==> src/lsu_pkg.sv <==
// LSU shared definitions
// widths, access size encoding and the packed payload structs
// passed between the core, the unit and the data bus
package lsu_pkg;

  localparam int unsigned DataWidth = 32;            // bus data word
  localparam int unsigned BeWidth   = DataWidth / 8; // byte lanes per word

  // access size as decoded by the core
  // code 2'b11 is never issued, decoders treat it as a byte
  typedef enum logic [1:0] {
    LSU_WORD = 2'b00,
    LSU_HALF = 2'b01,
    LSU_BYTE = 2'b10
  } lsu_size_e;

  //////////////////////////////
  // core side
  //////////////////////////////

  // request payload, address travels beside it
  typedef struct packed {
    logic                 we;       // store when set
    lsu_size_e            size;
    logic                 sign_ext; // sign extend loaded half / byte
    logic [DataWidth-1:0] wdata;    // store data, lsb aligned
  } lsu_req_t;                      // 36 bits

  // response of a finished access, one cycle pulse
  typedef struct packed {
    logic [DataWidth-1:0] rdata;    // extended load data
    logic                 err;      // either part saw a bus error
    logic                 we;       // access was a store
  } lsu_resp_t;                     // 34 bits

  //////////////////////////////
  // bus side
  //////////////////////////////

  // one word aligned bus part, address travels beside it
  typedef struct packed {
    logic                 we;
    logic [BeWidth-1:0]   be;       // byte lane enables
    logic [DataWidth-1:0] wdata;    // data already on its lanes
  } lsu_bus_req_t;                  // 37 bits

endpackage

==> src/lsu_store_align.sv <==
// LSU store aligner
// rotates store data onto the bus byte lanes and selects the byte
// enables of the first or second part of an access
`timescale 1ns/1ps

module lsu_store_align import lsu_pkg::*; (
  input  lsu_req_t     req_i,         // held by the core until accepted
  input  logic [1:0]   offset_i,      // low address bits
  input  logic         second_part_i, // second word of a split access
  output lsu_bus_req_t bus_pl_o
);

  logic [BeWidth-1:0]   be;
  logic [DataWidth-1:0] wdata_rot;

  //////////////////////////////
  // byte enables
  //////////////////////////////

  // first part covers offset upward, second part the spill below it
  always_comb begin
    unique case (req_i.size)
      LSU_WORD: begin
        if (!second_part_i) begin
          be = {BeWidth{1'b1}} << offset_i;    // 1111 1110 1100 1000
        end else begin
          be = ~({BeWidth{1'b1}} << offset_i); // 0001 0011 0111 spill
        end
      end

      LSU_HALF: begin
        if (!second_part_i) begin
          be = 4'b0011 << offset_i;  // offset 3 keeps only lane 3
        end else begin
          be = 4'b0001;              // upper byte of a half at offset 3
        end
      end

      default: begin
        be = 4'b0001 << offset_i;    // byte, never split
      end
    endcase
  end

  //////////////////////////////
  // write data rotation
  //////////////////////////////

  // rotate left by the byte offset
  // bytes wrapping past lane 3 land in the low lanes for the second part
  always_comb begin
    unique case (offset_i)
      2'b00:   wdata_rot = req_i.wdata;
      2'b01:   wdata_rot = {req_i.wdata[23:0], req_i.wdata[31:24]};
      2'b10:   wdata_rot = {req_i.wdata[15:0], req_i.wdata[31:16]};
      default: wdata_rot = {req_i.wdata[7:0], req_i.wdata[31:8]};
    endcase
  end

  // same rotated word serves both parts, enables pick the lanes
  assign bus_pl_o = '{
    we:    req_i.we,
    be:    be,
    wdata: wdata_rot
  };

endmodule

==> src/lsu_load_align.sv <==
// LSU load aligner
// keeps the attributes of the access in flight, holds the first word
// of a split load and assembles and extends the returned data
`timescale 1ns/1ps

module lsu_load_align import lsu_pkg::*; (
  input  logic                 clk_i,
  input  logic                 rst_ni,
  input  logic                 attr_update_i,   // first grant of an access
  input  logic                 first_capture_i, // first part response of a split
  input  logic                 final_resp_i,    // response of the last part
  input  lsu_req_t             req_i,
  input  logic [1:0]           offset_i,
  input  logic [DataWidth-1:0] bus_rdata_i,
  output logic [DataWidth-1:0] rdata_o,
  output logic                 we_o              // write flag of the access
);

  logic [1:0]           offset_q;
  lsu_size_e            size_q;
  logic                 sext_q;
  logic                 we_q;
  logic [31:8]          rdata_q;   // upper three bytes of the first word
  logic [DataWidth-1:0] word_data;
  logic [15:0]          half_data;
  logic [7:0]           byte_data;
  logic [DataWidth-1:0] rdata_ext;

  //////////////////////////////
  // access attributes
  //////////////////////////////

  always_ff @(posedge clk_i or negedge rst_ni) begin
    if (!rst_ni) begin
      offset_q <= 2'b00;
      size_q   <= LSU_WORD;
      sext_q   <= 1'b0;
      we_q     <= 1'b0;
    end else if (attr_update_i) begin
      offset_q <= offset_i;
      size_q   <= req_i.size;
      sext_q   <= req_i.sign_ext;
      we_q     <= req_i.we;
    end
  end

  // lane 0 of the first word is never part of a split result
  always_ff @(posedge clk_i) begin
    if (first_capture_i && !we_q) begin
      rdata_q <= bus_rdata_i[31:8];
    end
  end

  //////////////////////////////
  // realignment
  //////////////////////////////

  // split words take their low bytes from the held first word
  always_comb begin
    unique case (offset_q)
      2'b00:   word_data = bus_rdata_i;
      2'b01:   word_data = {bus_rdata_i[7:0], rdata_q[31:8]};
      2'b10:   word_data = {bus_rdata_i[15:0], rdata_q[31:16]};
      default: word_data = {bus_rdata_i[23:0], rdata_q[31:24]};
    endcase
  end

  always_comb begin
    unique case (offset_q)
      2'b00:   half_data = bus_rdata_i[15:0];
      2'b01:   half_data = bus_rdata_i[23:8];
      2'b10:   half_data = bus_rdata_i[31:16];
      default: half_data = {bus_rdata_i[7:0], rdata_q[31:24]}; // split half
    endcase
  end

  assign byte_data = bus_rdata_i[8*offset_q +: 8]; // bytes are never split

  //////////////////////////////
  // extension
  //////////////////////////////

  always_comb begin
    unique case (size_q)
      LSU_WORD: rdata_ext = word_data;
      LSU_HALF: rdata_ext = {{16{sext_q & half_data[15]}}, half_data};
      default:  rdata_ext = {{24{sext_q & byte_data[7]}}, byte_data};
    endcase
  end

  // quiet between responses, bus data is only valid with rvalid
  assign rdata_o = final_resp_i ? rdata_ext : '0;
  assign we_o    = we_q;

  // selectors of the data muxes must always be known
  a_attr_known: assert property (@(posedge clk_i) disable iff (!rst_ni)
    !$isunknown({size_q, offset_q}));

endmodule

==> src/lsu_ctrl.sv <==
// LSU controller
// sequences the one or two bus parts of an access, tracks the owed
// response, collects part errors and drives the core handshakes
`timescale 1ns/1ps

module lsu_ctrl import lsu_pkg::*; #(
  parameter int unsigned AddrWidth = 32
) (
  input  logic                 clk_i,
  input  logic                 rst_ni,
  input  logic                 req_valid_i,
  input  lsu_req_t             req_i,
  input  logic [AddrWidth-1:0] req_addr_i,
  output logic                 req_ready_o,     // last part granted
  output logic                 bus_req_o,
  output logic [AddrWidth-1:0] bus_addr_o,      // word aligned
  input  logic                 bus_gnt_i,
  input  logic                 bus_rvalid_i,
  input  logic                 bus_err_i,
  output logic                 second_part_o,
  output logic                 attr_update_o,
  output logic                 first_capture_o,
  output logic                 final_resp_o,
  output logic                 resp_valid_o,
  output logic                 resp_err_o,
  output logic [AddrWidth-1:0] err_addr_o,
  output logic                 busy_o
);

  typedef enum logic [2:0] {
    IDLE,             // no part requested
    WAIT_GNT_MIS,     // first part of a split waits for grant
    WAIT_RVALID_MIS,  // second part requested, first response owed
    WAIT_GNT,         // single or second part waits for grant
    WAIT_RVALID_DONE  // both granted, first response owed
  } ctrl_state_e;

  ctrl_state_e          state_q, state_d;
  logic                 pending_q, pending_d;     // final response still owed
  logic                 second_q, second_d;       // second part is being requested
  logic                 err_first_q, err_first_d; // first part failed
  logic                 split_q;                  // access in flight is split
  logic [AddrWidth-1:0] addr_q;                   // original request address
  logic [AddrWidth-3:0] word_next;                // word index of the second part
  logic                 split;
  logic                 final_resp;

  // word not on a word boundary, or half crossing into the next word
  assign split = ((req_i.size == LSU_WORD) && (req_addr_i[1:0] != 2'b00)) ||
                 ((req_i.size == LSU_HALF) && (req_addr_i[1:0] == 2'b11));

  assign word_next  = addr_q[AddrWidth-1:2] + 1'b1;
  assign final_resp = bus_rvalid_i & pending_q & (state_q == IDLE);

  //////////////////////////////
  // FSM
  //////////////////////////////

  always_comb begin
    state_d         = state_q;
    second_d        = second_q;
    err_first_d     = err_first_q;
    bus_req_o       = 1'b0;
    req_ready_o     = 1'b0;
    attr_update_o   = 1'b0;
    first_capture_o = 1'b0;

    unique case (state_q)
      IDLE: begin
        // hold off a new access until the owed response is back
        if (req_valid_i && !pending_q) begin
          bus_req_o = 1'b1;
          if (bus_gnt_i) begin
            attr_update_o = 1'b1;
            err_first_d   = 1'b0;
            second_d      = split;
            req_ready_o   = ~split;  // single part done at its grant
            state_d       = split ? WAIT_RVALID_MIS : IDLE;
          end else begin
            state_d = split ? WAIT_GNT_MIS : WAIT_GNT;
          end
        end
      end

      WAIT_GNT_MIS: begin
        bus_req_o = 1'b1;
        if (bus_gnt_i) begin
          attr_update_o = 1'b1;
          err_first_d   = 1'b0;
          second_d      = 1'b1;
          state_d       = WAIT_RVALID_MIS;
        end
      end

      WAIT_RVALID_MIS: begin
        bus_req_o = 1'b1;  // second part goes out right away
        if (bus_rvalid_i) begin
          first_capture_o = 1'b1;
          err_first_d     = bus_err_i;
        end
        if (bus_gnt_i) begin
          req_ready_o = 1'b1;
          second_d    = 1'b0;
          state_d     = bus_rvalid_i ? IDLE : WAIT_RVALID_DONE;
        end else if (bus_rvalid_i) begin
          state_d = WAIT_GNT;
        end
      end

      WAIT_GNT: begin
        bus_req_o = 1'b1;
        if (bus_gnt_i) begin
          if (!second_q) begin  // grant of a single part access
            attr_update_o = 1'b1;
            err_first_d   = 1'b0;
          end
          req_ready_o = 1'b1;
          second_d    = 1'b0;
          state_d     = IDLE;
        end
      end

      WAIT_RVALID_DONE: begin
        if (bus_rvalid_i) begin
          first_capture_o = 1'b1;
          err_first_d     = bus_err_i;
          state_d         = IDLE;  // second response follows in IDLE
        end
      end

      default: state_d = IDLE;
    endcase
  end

  assign pending_d = req_ready_o | (pending_q & ~final_resp);

  always_ff @(posedge clk_i or negedge rst_ni) begin
    if (!rst_ni) begin
      state_q     <= IDLE;
      pending_q   <= 1'b0;
      second_q    <= 1'b0;
      err_first_q <= 1'b0;
      split_q     <= 1'b0;
    end else begin
      state_q     <= state_d;
      pending_q   <= pending_d;
      second_q    <= second_d;
      err_first_q <= err_first_d;
      if (attr_update_o) begin
        split_q <= split;
      end
    end
  end

  // base for the second word and the error address
  always_ff @(posedge clk_i) begin
    if (attr_update_o) begin
      addr_q <= req_addr_i;
    end
  end

  //////////////////////////////
  // outputs
  //////////////////////////////

  assign bus_addr_o = second_q ? {word_next, 2'b00} : {req_addr_i[AddrWidth-1:2], 2'b00};

  assign second_part_o = second_q;
  assign final_resp_o  = final_resp;
  assign resp_valid_o  = final_resp;
  assign resp_err_o    = final_resp & (bus_err_i | err_first_q);

  // first failing part wins, a clean first part points at the second word
  assign err_addr_o = (split_q && !err_first_q) ? {word_next, 2'b00} : addr_q;

  assign busy_o = pending_q | (state_q != IDLE);

  a_state_legal: assert property (@(posedge clk_i) disable iff (!rst_ni)
    state_q inside {IDLE, WAIT_GNT_MIS, WAIT_RVALID_MIS, WAIT_GNT, WAIT_RVALID_DONE});

  a_err_with_rvalid: assert property (@(posedge clk_i) disable iff (!rst_ni)
    bus_err_i |-> bus_rvalid_i);

  a_bus_addr_ok: assert property (@(posedge clk_i) disable iff (!rst_ni)
    bus_req_o |-> (!$isunknown(bus_addr_o) && (bus_addr_o[1:0] == 2'b00)));

endmodule

==> src/lsu_top.sv <==
// LSU top level
// joins the controller and the store and load aligners between the
// execute stage request port and the request/grant/response data bus
`timescale 1ns/1ps

module lsu_top import lsu_pkg::*; #(
  parameter int unsigned AddrWidth = 32
) (
  input  logic                 clk_i,
  input  logic                 rst_ni,
  // core request
  input  logic                 req_valid_i,
  output logic                 req_ready_o,
  input  lsu_req_t             req_i,
  input  logic [AddrWidth-1:0] req_addr_i,
  // core response, no back-pressure
  output logic                 resp_valid_o,
  output lsu_resp_t            resp_o,
  output logic [AddrWidth-1:0] err_addr_o,
  // data bus
  output logic                 bus_req_o,
  output logic [AddrWidth-1:0] bus_addr_o,
  output lsu_bus_req_t         bus_req_pl_o,
  input  logic                 bus_gnt_i,
  input  logic                 bus_rvalid_i,
  input  logic [DataWidth-1:0] bus_rdata_i,
  input  logic                 bus_err_i,
  output logic                 busy_o
);

  logic                 second_part;
  logic                 attr_update;
  logic                 first_capture;
  logic                 final_resp;
  logic                 resp_err;
  logic                 resp_we;
  logic [DataWidth-1:0] rdata;

  lsu_ctrl #(
    .AddrWidth (AddrWidth)
  ) u_ctrl (
    .clk_i           (clk_i),
    .rst_ni          (rst_ni),
    .req_valid_i     (req_valid_i),
    .req_i           (req_i),
    .req_addr_i      (req_addr_i),
    .req_ready_o     (req_ready_o),
    .bus_req_o       (bus_req_o),
    .bus_addr_o      (bus_addr_o),
    .bus_gnt_i       (bus_gnt_i),
    .bus_rvalid_i    (bus_rvalid_i),
    .bus_err_i       (bus_err_i),
    .second_part_o   (second_part),
    .attr_update_o   (attr_update),
    .first_capture_o (first_capture),
    .final_resp_o    (final_resp),
    .resp_valid_o    (resp_valid_o),
    .resp_err_o      (resp_err),
    .err_addr_o      (err_addr_o),
    .busy_o          (busy_o)
  );

  // core holds the payload until the last grant, so both parts see it
  lsu_store_align u_store_align (
    .req_i         (req_i),
    .offset_i      (req_addr_i[1:0]),
    .second_part_i (second_part),
    .bus_pl_o      (bus_req_pl_o)
  );

  lsu_load_align u_load_align (
    .clk_i           (clk_i),
    .rst_ni          (rst_ni),
    .attr_update_i   (attr_update),
    .first_capture_i (first_capture),
    .final_resp_i    (final_resp),
    .req_i           (req_i),
    .offset_i        (req_addr_i[1:0]),
    .bus_rdata_i     (bus_rdata_i),
    .rdata_o         (rdata),
    .we_o            (resp_we)
  );

  assign resp_o = '{rdata: rdata, err: resp_err, we: resp_we};

  // a second part is only requested for a split access, so some lane is enabled
  a_be_nonzero: assert property (@(posedge clk_i) disable iff (!rst_ni)
    bus_req_o |-> (bus_req_pl_o.be != '0));

endmodule

==> config.mk <==
export PLATFORM = sky130hd
export DESIGN_NAME = lsu_top
export DESIGN_NICKNAME = d
export VERILOG_FILES = /design/src/lsu_pkg.sv /design/src/lsu_store_align.sv /design/src/lsu_load_align.sv /design/src/lsu_ctrl.sv /design/src/lsu_top.sv
export SDC_FILE = /design/constraint.sdc
export NUM_CORES = 1
export LEC_CHECK = 0
export BUFFER_PORTS_ARGS = -buffer_cell sky130_fd_sc_hd__buf_2
export CORE_ASPECT_RATIO = 1.25
export CORE_MARGIN = 1
export CORE_UTILIZATION = 50
export CTS_CLUSTER_DIAMETER = 60
export CTS_CLUSTER_SIZE = 16
export DETAILED_ROUTE_END_ITERATION = 12
export PLACE_DENSITY = 0.81
export SLEW_MARGIN = 10
export SYNTH_ARGS = -nofsm -noshare
export SYNTH_HDL_FRONTEND = slang
export SYNTH_SLANG_ARGS = --single-unit
export TNS_END_PERCENT = 1
==> constraint.sdc <==
create_clock -name clk_i -period 5.35 [get_ports clk_i]
set_input_delay 1.07 -clock clk_i [delete_from_list [all_inputs] [get_ports clk_i]]
set_output_delay 1.07 -clock clk_i [all_outputs]
set_load 0.01 [all_outputs]
==> results.py <==
metrics = {
    "routing": {
        "dr.pass1.iters": 9,
        "wl_per_cell_um": 17.2,
        "vias": 6633,
        "ant_nets": 0,
        "avgViaCountPerCell": 5.93,
        "drt_drc_violations_left": 0,
        "wirelength_um": 19200,
        "dr.first_iter.drc_count": 566,
    },
    "power_and_ir_drop": {
        "p_int_mw": 2.05,
        "switching_power_mw": 1.55,
        "clockPowerShare_pct": 19.5,
        "vdd_drop_max_uv": 266,
        "seq_power_share_pct": 28.3,
        "p_comb_share_pct": 52.2,
        "netSwitchingFraction_pct": 43.0,
        "leakagePower_nw": 3.60,
        "p_per_area_nw_per_um2": 442,
    },
    "sta": {
        "fmax_mhz": 254,
        "finalMaxSlewViolations": 0,
        "tightest_slew_ps": 1170,
        "fin_skew_ps": 8.06,
        "fin_tns_setup_ps": 0,
        "rsz0062_at_grt": "false",
        "relSlewSlack_pct": 21.7,
        "timing.final.crit_share_pct": 73.7,
        "fin_crit_ps": 3940,
        "hold_violations": 0,
        "setup_violations": 0,
        "timing.hold.ws_ps": 525,
        "postLayoutSetupSlackWorst_ps": 1410,
    },
    "worst_hold_path": {
        "hold_class": "register to register",
        "hold_path_end": "u_ctrl.split_q$_DFFE_PN0P_",
        "min_from": "u_ctrl.split_q$_DFFE_PN0P_",
        "min_path_cells": 1,
    },
    "critical_path": {
        "critPathKind": "primary input to output pin",
        "critPathArrivalTime_ps": 2870,
        "path_max_fanout": 33,
        "worst_r2r_path_depth": 5,
        "start_kind": "primary input",
        "crit_required_ps": 4280,
        "r2r-start": "u_ctrl.second_part_o$_DFFE_PN0P_",
        "crit_path_end_kind": "output pin",
        "r2r_slack_ps": 3000,
        "r2r_end": "u_ctrl.err_first_q$_DFFE_PN0P_",
    },
    "cells_and_area": {
        "final_core_util_pct": 63.7,
        "antenna_cells": 0,
        "final_layout_size_suffix_gt1_share_pct": 34.5,
        "fillers": 1150,
        "final_nets": 1062,
        "area_delta_synth_final_pct": 23.5,
        "multi_input_comb_area_um2": 4110,
        "regArea_um2": 2010,
    },
    "global_route": {
        "grt_pass1_wl_um": 29000,
        "grt_usage_pct": 26.5,
        "overflow": 0,
        "grt_pass1_vias": 5895,
        "grt_max_degree": 63,
        "grt_antenna_before_repair": 0,
    },
    "logic_synthesis": {
        "synthTopCellsByArea": "edfxtp_1 26%, mux2i_1 10%, nor2_1 5.9%",
        "async_flop_share_pct": 18.8,
        "syn_area_per_cell_um2": 8.74,
        "synth_edf_count": 56,
        "synth_top_area_cell": "edfxtp_1",
        "netlist_instances": 754,
        "ys_ff_latch": 69,
        "ys_seq_area_share_pct": 30.4,
        "synth_top_area_share_pct": 25.5,
        "synth_area_um2": 6590,
        "synthFlopType": "edfxtp_1",
        "yosysMostFrequentCell": "nor2_1",
        "ys_warn_count": 0,
        "yosys-top-cells-count": "103 x nor2_1, 68 x mux2i_1, 57 x a21oi_1",
        "synth.distinct_cells": 45,
    },
    "floorplan": {
        "num_rows": 46,
        "ios": 245,
        "start_util_pct": 51.6,
        "die_w_um": 105,
        "fp.dieH_um": 130,
        "die-area_um2": 13700,
        "core_um2": 12800,
    },
    "clocking": {
        "cts_hold_buf": 0,
        "cts-buffers-inserted": 9,
        "postCtsSetupBuffers": 0,
        "clk_path_buf_depth": 2,
        "root_buffer": "clkbuf_16",
        "htreeDepth": 3,
        "cts_sinks": 69,
        "path_clk_slew_ps": 60,
        "clock_latency_ps": 330,
        "ctsResizeCount": 0,
        "cts_tree": "done",
    },
    "placement": {
        "gp_congestion": 0.962,
        "port_buffers": 242,
        "dpl.hpwl_um": 14000,
        "dp_slack_ps": 1470,
    },
    "outcome": {
        "status": "finished clean",
    },
    "flow_run": {
        "cap_violations": 0,
    },
}
[per-stage QoR]
| stage | power [mW] | cell area [µm²] | instances |
|---|---|---|---|
| after floorplan | 2.33 | 6600 | 755 |
| after global placement | 2.86 | 7790 | 1103 |
| after detailed placement | 2.89 | 7790 | 1103 |
| after CTS | 3.60 | 8140 | 1119 |
| after global routing | 3.83 | 8140 | 1119 |
| final | 3.60 | 8140 | 1119 |
[layout make-up]
cell class,count,area share [%]
clock inverter,5,1.31
clock buffer,11,2.98
sequential,69,24.7
timing repair buffer,252,15.8
multi-input combinational,568,50.5
tap,168,2.58
inverter,46,2.12
[cells by family after synthesis]
group / synth area share (%)
AO/OA/AOI/OAI: 15.1
XOR/XNOR: 7.84
adder cells (fa/ha/maj): 1.90
buffers and inverters: 7.38
flip-flops: 30.4
multiplexers: 21.8
other: 0.0569
AND/OR/NAND/NOR: 15.5
[registers in the layout (all words and copies together), names as in the netlist]
register and flops:
u_ctrl.addr_q 32, u_load_align.rdata_q 24, u_ctrl.state_q 3, u_ctrl.split_q 1
u_load_align.size_q 2, u_ctrl.pending_q 1, u_ctrl.err_first_q 1, u_load_align.sext_q 1
u_load_align.we_o 1, u_load_align.offset_q 2, u_ctrl.second_part_o 1
[worst max-delay path, cell delays in order]
cell	delay, ps
buf_2	130
inv_1	120
ha_1	920
a222oi_1	260
mux2i_1	200
buf_2	150
[worst max path at each step]
stage	from	end	slack (ps)
after floorplan	req_addr_i[0]	bus_req_pl_o[32]	1830
after global placement	req_addr_i[0]	bus_req_pl_o[6]	1510
after detailed placement	req_addr_i[0]	bus_req_pl_o[31]	1470
after CTS	req_addr_i[0]	bus_req_pl_o[31]	1470
after global routing	req_addr_i[0]	bus_req_pl_o[25]	1240
final	req_addr_i[0]	bus_req_pl_o[4]	1410
[power groups by stage]
stage / Clock, mW / Combinational, mW / Sequential (mW)
after global placement: 0 / 1.84 / 1.02
after floorplan: 0 / 1.52 / 0.810
final: 0.701 / 1.88 / 1.02
after global routing: 0.729 / 2.05 / 1.05
after detailed placement: 0 / 1.86 / 1.02
after CTS: 0.710 / 1.88 / 1.01
[cells in the final DEF, fill, tap and decap left out, types with 15 or more instances in the layout]
master,count
inv_1,46
nor2_1,103
xnor2_1,30
edfxtp_1,56
nand3_1,25
mux2i_1,68
nor3_1,15
nand2_1,45
o21ai_0,36
xor2_1,29
a21oi_1,57
buf_2,242
mux4_2,17
mux2_2,33
a222oi_1,32
[layer usage]
| layer | global-route usage, % | part of all wire [%] |
|---|---|---|
| met1 | 33.0 | 40 |
| met4 | 8.29 | 2.1 |
| met3 | 4.17 | 7.1 |
| met2 | 47.6 | 50 |
| met5 | 0 | 0 |
(Power assumes the default switching activity.)
